==> src/hw/seg_pkg.sv <==
package seg_pkg;

	localparam int ADDR_W     = 5;
	localparam int DATA_W     = 32;
	localparam int STRB_W     = DATA_W / 8;
	localparam int NUM_DIGITS = 6;
	localparam int DIGIT_W    = 4;
	localparam int SEG_W      = 7;

	// Register map, byte offsets
	localparam logic [ADDR_W-1:0] DIGIT_OFF_0 = 5'h00;
	localparam logic [ADDR_W-1:0] DIGIT_OFF_1 = 5'h04;
	localparam logic [ADDR_W-1:0] DIGIT_OFF_2 = 5'h08;
	localparam logic [ADDR_W-1:0] DIGIT_OFF_3 = 5'h0C;
	localparam logic [ADDR_W-1:0] DIGIT_OFF_4 = 5'h10;
	localparam logic [ADDR_W-1:0] DIGIT_OFF_5 = 5'h14;
	localparam logic [ADDR_W-1:0] CTRL_OFF    = 5'h18;

	localparam logic [NUM_DIGITS-1:0] CTRL_EN_RESET = 6'b111111;

	localparam logic [1:0] RESP_OKAY   = 2'b00;
	localparam logic [1:0] RESP_SLVERR = 2'b10;

	// 16 suits simulation; a board build sets a much larger value
	localparam int                     BLINK_CNT_W       = 5;
	localparam logic [BLINK_CNT_W-1:0] BLINK_HALF_PERIOD = 5'd16;

	typedef enum logic [2:0] {
		IDLE,
		W_ADDR,     // W taken, waiting for AW
		W_DATA,     // AW taken, waiting for W
		W_RESP,
		R_RESP
	} axil_state_t;

	typedef struct packed {
		logic              wr_en;
		logic [ADDR_W-1:0] wr_addr;
		logic [DATA_W-1:0] wr_data;
		logic [STRB_W-1:0] wr_strb;
		logic [ADDR_W-1:0] rd_addr;
	} reg_req_t;

	// Digit 0 sits in the lowest bits
	typedef struct packed {
		logic [SEG_W-1:0] hex5;
		logic [SEG_W-1:0] hex4;
		logic [SEG_W-1:0] hex3;
		logic [SEG_W-1:0] hex2;
		logic [SEG_W-1:0] hex1;
		logic [SEG_W-1:0] hex0;
	} seg_out_t;

endpackage : seg_pkg

==> src/hw/blink_timer.sv <==
`timescale 1ns/1ps

module blink_timer (
	input  logic clk,
	input  logic rst,
	output logic phase_o
);

	logic [seg_pkg::BLINK_CNT_W-1:0] cnt_q;
	logic                            phase_q;

	always_ff @(posedge clk, posedge rst) begin
		if (rst) begin
			cnt_q   <= '0;
			phase_q <= 1'b0;    // Starts "on"
		end else if (cnt_q == seg_pkg::BLINK_HALF_PERIOD - 1'b1) begin
			cnt_q   <= '0;
			phase_q <= ~phase_q;
		end else begin
			cnt_q <= cnt_q + 1'b1;
		end
	end

	assign phase_o = phase_q;

	a_cnt_range: assert property (@(posedge clk) disable iff (rst)
		cnt_q < seg_pkg::BLINK_HALF_PERIOD);

endmodule : blink_timer

==> src/hw/hex7seg.sv <==
`timescale 1ns/1ps

module hex7seg (
	input  logic [3:0] digit_i,
	input  logic       blank_i,
	output logic [6:0] seg_o
);

	// Active low, bit 0 is segment a
	always_comb begin
		if (blank_i) begin
			seg_o = 7'h7F;
		end else begin
			unique case (digit_i)
				4'h0: seg_o = 7'h40;
				4'h1: seg_o = 7'h79;
				4'h2: seg_o = 7'h24;
				4'h3: seg_o = 7'h30;
				4'h4: seg_o = 7'h19;
				4'h5: seg_o = 7'h12;
				4'h6: seg_o = 7'h02;
				4'h7: seg_o = 7'h78;
				4'h8: seg_o = 7'h00;
				4'h9: seg_o = 7'h10;
				4'hA: seg_o = 7'h08;
				4'hB: seg_o = 7'h03;    // Lower case b
				4'hC: seg_o = 7'h46;
				4'hD: seg_o = 7'h21;    // Lower case d
				4'hE: seg_o = 7'h06;
				4'hF: seg_o = 7'h0E;
			endcase
		end
	end

endmodule : hex7seg

==> src/hw/seg_regfile.sv <==
`timescale 1ns/1ps

module seg_regfile (
	input  logic                                                clk,
	input  logic                                                rst,
	input  seg_pkg::reg_req_t                                   req_i,
	input  logic                                                blink_phase_i,
	output logic [seg_pkg::DATA_W-1:0]                          rd_data_o,
	output logic                                                rd_err_o,
	output logic                                                wr_err_o,
	output logic [seg_pkg::NUM_DIGITS-1:0][seg_pkg::DIGIT_W-1:0] digit_o,
	output logic [seg_pkg::NUM_DIGITS-1:0]                      blank_o
);

	logic [seg_pkg::NUM_DIGITS-1:0][seg_pkg::DIGIT_W-1:0] digit_q;
	logic [seg_pkg::NUM_DIGITS-1:0]                       en_q, blink_q;
	logic [seg_pkg::NUM_DIGITS:0]                         wr_sel, rd_sel;

	// One-hot select, digits in the low bits and control on top
	function automatic logic [seg_pkg::NUM_DIGITS:0] addr_sel(
		input logic [seg_pkg::ADDR_W-1:0] addr
	);
		logic [seg_pkg::NUM_DIGITS:0] sel;
		sel = '0;
		case (addr)
			seg_pkg::DIGIT_OFF_0: sel[0] = 1'b1;
			seg_pkg::DIGIT_OFF_1: sel[1] = 1'b1;
			seg_pkg::DIGIT_OFF_2: sel[2] = 1'b1;
			seg_pkg::DIGIT_OFF_3: sel[3] = 1'b1;
			seg_pkg::DIGIT_OFF_4: sel[4] = 1'b1;
			seg_pkg::DIGIT_OFF_5: sel[5] = 1'b1;
			seg_pkg::CTRL_OFF:    sel[seg_pkg::NUM_DIGITS] = 1'b1;
			default:              sel = '0;    // 0x1C and misaligned
		endcase
		return sel;
	endfunction

	assign wr_sel   = addr_sel(req_i.wr_addr);
	assign rd_sel   = addr_sel(req_i.rd_addr);
	assign wr_err_o = ~|wr_sel;
	assign rd_err_o = ~|rd_sel;

	always_comb begin
		rd_data_o = '0;
		for (int i = 0; i < seg_pkg::NUM_DIGITS; i++) begin
			if (rd_sel[i])
				rd_data_o[seg_pkg::DIGIT_W-1:0] = digit_q[i];
		end
		if (rd_sel[seg_pkg::NUM_DIGITS]) begin
			rd_data_o[5:0]  = en_q;
			rd_data_o[13:8] = blink_q;
		end
	end

	always_ff @(posedge clk, posedge rst) begin
		if (rst) begin
			digit_q <= '0;
			en_q    <= seg_pkg::CTRL_EN_RESET;
			blink_q <= '0;
		end else if (req_i.wr_en && !wr_err_o) begin
			for (int i = 0; i < seg_pkg::NUM_DIGITS; i++) begin
				if (wr_sel[i] && req_i.wr_strb[0])
					digit_q[i] <= req_i.wr_data[seg_pkg::DIGIT_W-1:0];
			end
			if (wr_sel[seg_pkg::NUM_DIGITS]) begin
				if (req_i.wr_strb[0])
					en_q <= req_i.wr_data[5:0];    // Enable mask
				if (req_i.wr_strb[1])
					blink_q <= req_i.wr_data[13:8];    // Blink mask
			end
		end
	end

	assign digit_o = digit_q;
	assign blank_o = ~en_q | (blink_q & {seg_pkg::NUM_DIGITS{blink_phase_i}});

	// A write is applied once
	a_wr_en_pulse: assert property (@(posedge clk) disable iff (rst)
		req_i.wr_en |=> !req_i.wr_en);

endmodule : seg_regfile

==> src/hw/axil_slave_fsm.sv <==
`timescale 1ns/1ps

module axil_slave_fsm (
	input  logic                           clk,
	input  logic                           rst,

	input  logic                           s_awvalid_i,
	input  logic [seg_pkg::ADDR_W-1:0]     s_awaddr_i,
	output logic                           s_awready_o,
	input  logic                           s_wvalid_i,
	input  logic [seg_pkg::DATA_W-1:0]     s_wdata_i,
	input  logic [seg_pkg::STRB_W-1:0]     s_wstrb_i,
	output logic                           s_wready_o,
	output logic                           s_bvalid_o,
	output logic [1:0]                     s_bresp_o,
	input  logic                           s_bready_i,
	input  logic                           s_arvalid_i,
	input  logic [seg_pkg::ADDR_W-1:0]     s_araddr_i,
	output logic                           s_arready_o,
	output logic                           s_rvalid_o,
	output logic [seg_pkg::DATA_W-1:0]     s_rdata_o,
	output logic [1:0]                     s_rresp_o,
	input  logic                           s_rready_i,

	output seg_pkg::reg_req_t              req_o,
	input  logic [seg_pkg::DATA_W-1:0]     rd_data_i,
	input  logic                           rd_err_i,
	input  logic                           wr_err_i
);

	seg_pkg::axil_state_t state_q, state_d;

	logic [seg_pkg::ADDR_W-1:0] aw_addr_q, rd_addr_q;
	logic [seg_pkg::DATA_W-1:0] wdata_q, rdata_q;
	logic [seg_pkg::STRB_W-1:0] wstrb_q;
	logic [1:0]                 bresp_q, rresp_q;
	logic                       wr_en_q, bvalid_q, rvalid_q;
	logic                       wr_start;
	logic                       rd_fetch;
	logic                       aw_hs, w_hs, ar_hs, b_hs, r_hs;

	// Reads win in IDLE
	assign s_arready_o = (state_q == seg_pkg::IDLE) && s_arvalid_i;
	assign s_awready_o = s_awvalid_i && (((state_q == seg_pkg::IDLE) && !s_arvalid_i) ||
		(state_q == seg_pkg::W_ADDR));
	assign s_wready_o  = s_wvalid_i && (((state_q == seg_pkg::IDLE) && !s_arvalid_i) ||
		(state_q == seg_pkg::W_DATA));

	assign aw_hs = s_awvalid_i && s_awready_o;
	assign w_hs  = s_wvalid_i && s_wready_o;
	assign ar_hs = s_arvalid_i && s_arready_o;
	assign b_hs  = s_bvalid_o && s_bready_i;
	assign r_hs  = s_rvalid_o && s_rready_i;

	// First R_RESP cycle, register data is fetched
	assign rd_fetch = (state_q == seg_pkg::R_RESP) && !rvalid_q;

	always_comb begin
		state_d  = state_q;
		wr_start = 1'b0;
		unique case (state_q)
			seg_pkg::IDLE: begin
				if (ar_hs) begin
					state_d = seg_pkg::R_RESP;
				end else if (aw_hs && w_hs) begin
					state_d  = seg_pkg::W_RESP;
					wr_start = 1'b1;
				end else if (aw_hs) begin
					state_d = seg_pkg::W_DATA;
				end else if (w_hs) begin
					state_d = seg_pkg::W_ADDR;
				end
			end
			seg_pkg::W_ADDR: begin
				if (aw_hs) begin
					state_d  = seg_pkg::W_RESP;
					wr_start = 1'b1;
				end
			end
			seg_pkg::W_DATA: begin
				if (w_hs) begin
					state_d  = seg_pkg::W_RESP;
					wr_start = 1'b1;
				end
			end
			seg_pkg::W_RESP: if (b_hs) state_d = seg_pkg::IDLE;
			seg_pkg::R_RESP: if (r_hs) state_d = seg_pkg::IDLE;
			default:         state_d = seg_pkg::IDLE;
		endcase
	end

	always_ff @(posedge clk, posedge rst) begin
		if (rst) begin
			state_q  <= seg_pkg::IDLE;
			wr_en_q  <= 1'b0;
			bvalid_q <= 1'b0;
			rvalid_q <= 1'b0;
		end else begin
			state_q <= state_d;
			wr_en_q <= wr_start;    // one-cycle pulse
			if (wr_en_q)
				bvalid_q <= 1'b1;
			else if (b_hs)
				bvalid_q <= 1'b0;
			if (rd_fetch)
				rvalid_q <= 1'b1;
			else if (r_hs)
				rvalid_q <= 1'b0;
		end
	end

	always_ff @(posedge clk) begin
		if (aw_hs)
			aw_addr_q <= s_awaddr_i;
		if (w_hs) begin
			wdata_q <= s_wdata_i;
			wstrb_q <= s_wstrb_i;
		end
		if (wr_en_q)
			bresp_q <= wr_err_i ? seg_pkg::RESP_SLVERR : seg_pkg::RESP_OKAY;
		if (ar_hs)
			rd_addr_q <= s_araddr_i;
		if (rd_fetch) begin
			rdata_q <= rd_data_i;
			rresp_q <= rd_err_i ? seg_pkg::RESP_SLVERR : seg_pkg::RESP_OKAY;
		end
	end

	always_comb begin
		req_o.wr_en   = wr_en_q;
		req_o.wr_addr = aw_addr_q;
		req_o.wr_data = wdata_q;
		req_o.wr_strb = wstrb_q;
		req_o.rd_addr = rd_addr_q;    // Held from the AR handshake
	end

	assign s_bvalid_o = bvalid_q;
	assign s_bresp_o  = bresp_q;
	assign s_rvalid_o = rvalid_q;
	assign s_rdata_o  = rdata_q;
	assign s_rresp_o  = rresp_q;

	a_resp_excl: assert property (@(posedge clk) disable iff (rst)
		!(s_bvalid_o && s_rvalid_o));

	a_bvalid_hold: assert property (@(posedge clk) disable iff (rst)
		(s_bvalid_o && !s_bready_i) |=> (s_bvalid_o && $stable(s_bresp_o)));

	a_rvalid_hold: assert property (@(posedge clk) disable iff (rst)
		(s_rvalid_o && !s_rready_i) |=> (s_rvalid_o && $stable(s_rdata_o) && $stable(s_rresp_o)));

endmodule : axil_slave_fsm

==> src/hw/seg_display_top.sv <==
`timescale 1ns/1ps

module seg_display_top (
	input  logic                        clk,
	input  logic                        rst,

	input  logic                        s_awvalid_i,
	input  logic [seg_pkg::ADDR_W-1:0]  s_awaddr_i,
	output logic                        s_awready_o,
	input  logic                        s_wvalid_i,
	input  logic [seg_pkg::DATA_W-1:0]  s_wdata_i,
	input  logic [seg_pkg::STRB_W-1:0]  s_wstrb_i,
	output logic                        s_wready_o,
	output logic                        s_bvalid_o,
	output logic [1:0]                  s_bresp_o,
	input  logic                        s_bready_i,
	input  logic                        s_arvalid_i,
	input  logic [seg_pkg::ADDR_W-1:0]  s_araddr_i,
	output logic                        s_arready_o,
	output logic                        s_rvalid_o,
	output logic [seg_pkg::DATA_W-1:0]  s_rdata_o,
	output logic [1:0]                  s_rresp_o,
	input  logic                        s_rready_i,

	output seg_pkg::seg_out_t           hex_o
);

	seg_pkg::reg_req_t                                    req;
	logic [seg_pkg::DATA_W-1:0]                           rd_data;
	logic                                                 rd_err, wr_err;
	logic                                                 blink_phase;
	logic [seg_pkg::NUM_DIGITS-1:0][seg_pkg::DIGIT_W-1:0] digit_val;
	logic [seg_pkg::NUM_DIGITS-1:0]                       blank;

	axil_slave_fsm i_axil_slave_fsm (
		.clk         (clk),
		.rst         (rst),
		.s_awvalid_i (s_awvalid_i),
		.s_awaddr_i  (s_awaddr_i),
		.s_awready_o (s_awready_o),
		.s_wvalid_i  (s_wvalid_i),
		.s_wdata_i   (s_wdata_i),
		.s_wstrb_i   (s_wstrb_i),
		.s_wready_o  (s_wready_o),
		.s_bvalid_o  (s_bvalid_o),
		.s_bresp_o   (s_bresp_o),
		.s_bready_i  (s_bready_i),
		.s_arvalid_i (s_arvalid_i),
		.s_araddr_i  (s_araddr_i),
		.s_arready_o (s_arready_o),
		.s_rvalid_o  (s_rvalid_o),
		.s_rdata_o   (s_rdata_o),
		.s_rresp_o   (s_rresp_o),
		.s_rready_i  (s_rready_i),
		.req_o       (req),
		.rd_data_i   (rd_data),
		.rd_err_i    (rd_err),
		.wr_err_i    (wr_err)
	);

	seg_regfile i_seg_regfile (
		.clk           (clk),
		.rst           (rst),
		.req_i         (req),
		.blink_phase_i (blink_phase),
		.rd_data_o     (rd_data),
		.rd_err_o      (rd_err),
		.wr_err_o      (wr_err),
		.digit_o       (digit_val),
		.blank_o       (blank)
	);

	blink_timer i_blink_timer (
		.clk     (clk),
		.rst     (rst),
		.phase_o (blink_phase)
	);

	// Six displays wired in parallel, no scanning
	for (genvar i = 0; i < seg_pkg::NUM_DIGITS; i++) begin : g_digit
		hex7seg i_hex7seg (
			.digit_i (digit_val[i]),
			.blank_i (blank[i]),
			.seg_o   (hex_o[i*seg_pkg::SEG_W +: seg_pkg::SEG_W])
		);
	end

endmodule : seg_display_top

==> config.mk <==
export PLATFORM = sky130hd
export DESIGN_NAME = seg_display_top
export DESIGN_NICKNAME = d
export VERILOG_FILES = /design/src/hw/seg_pkg.sv /design/src/hw/blink_timer.sv /design/src/hw/hex7seg.sv /design/src/hw/seg_regfile.sv /design/src/hw/axil_slave_fsm.sv /design/src/hw/seg_display_top.sv
export SDC_FILE = /design/constraint.sdc
export NUM_CORES = 1
export LEC_CHECK = 0
export BUFFER_PORTS_ARGS = -buffer_cell sky130_fd_sc_hd__clkbuf_2
export CAP_MARGIN = 40
export CORE_MARGIN = 5
export CORE_UTILIZATION = 35
export CTS_CLUSTER_DIAMETER = 50
export CTS_CLUSTER_SIZE = 28
export DETAILED_ROUTE_END_ITERATION = 6
export HOLD_SLACK_MARGIN = 0.02
export PLACE_DENSITY = 0.63
export SLEW_MARGIN = 20
export SYNTH_ARGS = -nofsm -noshare
export SYNTH_HDL_FRONTEND = slang
export SYNTH_SLANG_ARGS = --single-unit
==> constraint.sdc <==
create_clock -name clk -period 3 [get_ports clk]
set_input_delay 0.45 -clock clk [delete_from_list [all_inputs] [get_ports clk]]
set_output_delay 0.45 -clock clk [all_outputs]
set_load 0.005 [all_outputs]
Word level (Yosys, flattened, before mapping):

Memories as Yosys holds them, arrays and structs flattened.
Cells that the tools add are included.

* register bits after elaboration: 90
* memory bits (read-only): 672
* input bits: 53
* output and inout port bits: 83
* memories kept: 6

* $add $sub $neg: 1
* equality and inequality tests: 22
* muxes and demuxes: 48
* bitwise gates (word level): 4
* reductions and logical operators: 38

Memories
* (no name shown): depth 16, width 7, rd ports 1, clocked after memory_dff 0, wr ports 0, line hex7seg.sv:14 `unique case (digit_i)`
* (no name shown): depth 16, width 7, rd ports 1, clocked after memory_dff 0, wr ports 0, line hex7seg.sv:14
* (no name shown): depth 16, width 7, rd ports 1, clocked after memory_dff 0, wr ports 0, line hex7seg.sv:14
* (no name shown): depth 16, width 7, rd ports 1, clocked after memory_dff 0, wr ports 0, line hex7seg.sv:14
* (no name shown): depth 16, width 7, rd ports 1, clocked after memory_dff 0, wr ports 0, line hex7seg.sv:14
* (no name shown): depth 16, width 7, rd ports 1, clocked after memory_dff 0, wr ports 0, line hex7seg.sv:14

Operators by type and width (count)
* 7-bit two-way mux: 6
* 5-bit == test, second input constant: 6
* 4-bit two-way mux: 7
* 5-bit by 4-bit == test with 1-bit output, second input constant: 5
* 3-bit two-way mux: 8
* 1-bit two-way mux: 22
* 1-bit logical AND: 18
* 3-bit one-hot mux with 5 select lines: 1
* 7-bit OR reduction: 2
* 2-bit AND reduction: 6
* 5-bit by 3-bit == test with 1-bit output, second input constant: 2
* 5-bit logical NOT: 2
* 2-bit by 1-bit inequality test with 1-bit output, second input constant: 4
* 6-bit bitwise AND: 1
* 3-bit by 2-bit == test with 1-bit output, second input constant: 2
* 6-bit NOT: 1
* 6-bit OR: 1
* 3-bit AND reduction: 2
* 5-bit by 1-bit adder with 5-bit output, second input constant: 1
* 5-bit two-way mux: 1
* 5-bit by 2-bit inequality test with 1-bit output, second input constant: 1
* 5-bit AND reduction: 1
* 2-bit two-way mux: 2
* 2-bit nonzero test: 2
* other kinds (7): 9

Depth between registers and ports, before layout:

* depth after elaboration: 10
* mapped depth: 6
* depth with buffers taken out: 6

Cells and area by module:

A second synthesis with hierarchy kept.

* cells, all modules: 549
* area total of the unflattened synthesis: 6867.8 µm²

By module, submodules not included
* axil_slave_fsm: instances 1, cells each 128, area each 2800.2 µm²
* seg_regfile: instances 1, cells each 188, area each 2042.0 µm²
* hex7seg (g_digit[0].i_hex7seg ...): instances 4, cells each 35, area each 295.3 µm²
* hex7seg (g_digit[5].i_hex7seg): instances 1, cells each 38, area each 317.8 µm²
* hex7seg (g_digit[4].i_hex7seg): instances 1, cells each 35, area each 290.3 µm²
* blink_timer: instances 1, cells each 20, area each 236.5 µm²

Least setup slack after synthesis:

No wires, ideal clock.

* path kind: register to register
* start point: register i_axil_slave_fsm.state_q[1]
* end point: register i_axil_slave_fsm.rdata_q (netlist bit i_axil_slave_fsm.s_rdata_o[0]) (enable)
* setup time: 0.426 ns
* data arrival time: 2.096 ns
* data required time: 2.574 ns
* setup slack: 0.478 ns
* cell stages (with the launch flop): 3
* buffers on the path: 1
* clock period less this slack: 2.522 ns
* path through: dfrtp_1 clkbuf_1 nor4b_1

* cells in the longest elaborated chain, start to end: 2

RTL lines
* start: declaration: line axil_slave_fsm.sv:31 `seg_pkg::axil_state_t state_q, state_d;`
* start signal: assignment: line axil_slave_fsm.sv:94 `state_q <= seg_pkg::IDLE;`
* start signal: assignment: line axil_slave_fsm.sv:99 `state_q <= state_d;`
* 3-bit == test: line axil_slave_fsm.sv:56 `assign rd_fetch = (state_q == seg_pkg::R_RESP) && !rvalid_q;`
* 1-bit logical AND: line axil_slave_fsm.sv:56
* via i_axil_slave_fsm.rd_fetch: line axil_slave_fsm.sv:39 `logic rd_fetch;`
* end signal: assignment: line axil_slave_fsm.sv:124 `rdata_q <= rd_data_i;`
* end: declaration: line axil_slave_fsm.sv:34 `logic [seg_pkg::DATA_W-1:0] wdata_q, rdata_q;`

The timed path passes the listed nets, and every way through them passes these cells.
A chain may end at the register's enable or synchronous reset.

==> metrics <==
status=complete, no violations; post-CTS sizing=0; Post-Layout Cell Count=758; Hold Path Class=in2async; sequential-to-total area share from yosys stat=45.2%; Internal Power=2.60 mW; crit end category=output pin; Clock power frac=29.1%; area taken by flip-flops and latches=2350 sq um; final critical-path required period=2.46 ns; Total Die Area=17,400 sq um; maxcap violations=0; period utilisation layout=81.9%; GRT Total Usage=13.1%; Mean Syn Cell Area=10.8 sq um; mapped cell area=5200 sq um; f_max=407 MHz; RSZ-0062 raised after global routing=false; CTS Buf Count=9; top cells by area, synth=edfxtp_1 22%, dfrtp_1 20%, ha_1 8.9%, mux2_2 8.4%, o211ai_1 3.8%; total gr overflow=0; DIE WIDTH=132 microns; Ports=136; initial antenna violation count=0; CTS H-Tree Depth=3; DR iter-0 viols=188; crit-path max FO=8; area of the multi-input gates=2580 sq um; Core ar.=14,500 sq um; Final Skew=0.00652 ns; Starting Density=35.8%; RD Place Congestion=0.854; Slew @ Worst Pin=0.754 ns; clock sinks=86; Antenna Cells=0; GR Layer Usage met1=17.3%; met3 Usage GRT=3.17%; row cnt=44; CTS tree=done; Setup Buffers After CTS=0; Sw Share=32.2%; Area growth, synth to finish=17.2%; placed cells=742; combinational power share=25.6%; Lkg Pwr=2.53 nW; post-layout util=41.9%; Max IR drop VDD=0.000348 V; post-synthesis cell type count=48; wire per inst=15.3 microns; Filler Cells Inserted=1,376; die span in y=132 microns; Net Sw Power=1.23 mW; Worst-Skew Late Latency=0.33 ns; Power Density=628 nW/um^2; largest net degree at the start of global routing=35; endpoints failing hold=0; Synth Instances=483; Crit path arrival time=2.01 ns; layer with the highest usage=met2; FF-to-FF setup slack=1.11 ns; met2 GRT Util=21.8%; Reg clk slew, reported paths=0.06 ns; share of layout cells above drive strength 1=28.9%; Synth Warn #=0; Startpoint Class=flip-flop; setup TNS=0 ns; Slew HR=49.3%; most frequent cells in the layout=91 x clkbuf_2, 42 x dfrtp_1, 39 x mux2_2, 38 x edfxtp_1, 37 x ha_1; Pwr Total=3.83 mW; post-DP HPWL=9.02 mm; drt first pass iters=5; number of synthesized register bits=86; Post-synth EDFFs=38; top-area cell type share of the netlist area=21.9%; # hold bufs at CTS=0; commonest non-fill, non-tap cell in the layout=clkbuf_2; Post-synth ARST share=55.8%; Worst Path Required=2.55 ns; first-pass GRT wire length=19.1 mm; vias in the first global route=3,851; nets=659; Finish-stage setup viols=0; vias per inst=5.10; largest area contributor in the netlist=edfxtp_1; worst setup path start=i_seg_regfile.digit_o[17]; clock buffer depth=2; Setup CP Type=reg2out; Detail Route Antenna Nets=0; via count=3,866; Pins Over Slew Limit=0; IO Port Bufs=91; drc violations=0; Top FF cell, synth=dfrtp_1; CTS root buf=clkbuf_16; Worst R2R Start=i_axil_slave_fsm.rd_addr_q[3]; Routed WL=11.6 mm; Reg power frac=45.4%
final cells by class:
type                            count  area share [%]
Clock buffer                       13            4.29
Clock inverter                      3           0.677
Inverter                           29            1.79
Multi-Input combinational cell    345            42.4
Sequential cell                    86            38.5
Tap cell                          184            3.78
Timing Repair Buffer               98            8.54
stage by stage:
stage,setup WS (ns),instance area (sq um),hold WS [ns]
floorplan,0.478,5280,0.450
detailed placement,0.880,5790,0.428
global route,0.418,6100,0.102
finish,0.544,6100,0.0695
global placement,0.917,5770,0.465
CTS,0.518,6100,0.0735
routing by layer:
| metal | part of all wire (%) | wire (microns) | up-vias |
|---|---|---|---|
| met2 | 47 | 5480 | 140 |
| met4 | 1.2 | 137 | 0 |
| met5 | 0 | 0 | - |
| li1 | - | - | 1878 |
| met1 | 45 | 5210 | 1837 |
| met3 | 6.7 | 772 | 11 |
critical path, cell delays in order, from the launching register on:
cell and delay, ns:
dfrtp_1 0.50, inv_1 0.13, ha_1 0.31, inv_1 0.04, mux4_2 0.44, inv_1 0.06
nand2_1 0.05, clkbuf_2 0.14
state kept, by name, indices dropped and copies added (netlist names):
signal                       cells
i_axil_slave_fsm.aw_addr_q       5
i_axil_slave_fsm.rd_addr_q       5
i_axil_slave_fsm.s_bresp_o       1
i_axil_slave_fsm.s_bvalid_o      1
i_axil_slave_fsm.s_rdata_o      12
i_axil_slave_fsm.s_rresp_o       1
i_axil_slave_fsm.s_rvalid_o      1
i_axil_slave_fsm.state_q         3
i_axil_slave_fsm.wdata_q        12
i_axil_slave_fsm.wr_en_q         1
i_axil_slave_fsm.wstrb_q         2
i_blink_timer.cnt_q              5
i_blink_timer.phase_o            1
i_seg_regfile.blink_q            6
i_seg_regfile.digit_o           24
i_seg_regfile.en_q               6
power by group through the flow:
| stage | Sequential [mW] | Clock [mW] | Combinational, mW |
|---|---|---|---|
| 2_1_floorplan | 1.57 | 0 | 0.807 |
| 3_3_place_gp | 1.74 | 0 | 0.950 |
| 3_5_place_dp | 1.76 | 0 | 0.987 |
| 4_1_cts | 1.73 | 1.13 | 0.992 |
| 5_1_grt | 1.78 | 1.19 | 1.11 |
| 6_report | 1.74 | 1.11 | 0.979 |
cell usage after synthesis (all sizes together), types with 2 or more instances:
library cell / count
dfrtp: 42
mux2: 39
edfxtp: 38
ha: 37
nand2: 35
inv: 29
o211ai: 26
buf: 23
o21ai: 23
clkbuf: 21
nand3: 16
nor2: 14
a21oi: 12
nand2b: 12
o311ai: 12
a21boi: 11
mux2i: 11
nor2b: 11
and2: 9
dfstp: 6
nor3: 6
a21o: 5
a22oi: 5
nand3b: 5
o21a: 4
o2bb2ai: 3
o31a: 3
a221o: 2
a31oi: 2
and2b: 2
and3: 2
nor4: 2
or2: 2
xor2: 2
final timing paths:
path | endpoint | cells past startpoint
max | hex_o[31] | 7
min | i_axil_slave_fsm.s_bvalid_o | 2
max reg2reg | i_axil_slave_fsm.s_rdata_o[1] | 4
min reg2reg | i_seg_regfile.blink_q[2] | 1
max in group asynchronous | i_seg_regfile.en_q[2] | 3
min in group clk | i_axil_slave_fsm.aw_addr_q[2] | 1
kinds of logic after synthesis:
kind of cell	after synthesis	synth area share (%)
other	1	0.0721
buffers and inverters	73	6.88
flip-flops	86	45.2
XOR/XNOR	2	0.337
adder cells (fa/ha/maj)	37	8.90
AND/OR/NAND/NOR	121	12.6
AO/OA/AOI/OAI	112	15.1
multiplexers	51	11.0
No activity file was read; power rests on OpenSTA's default activity.
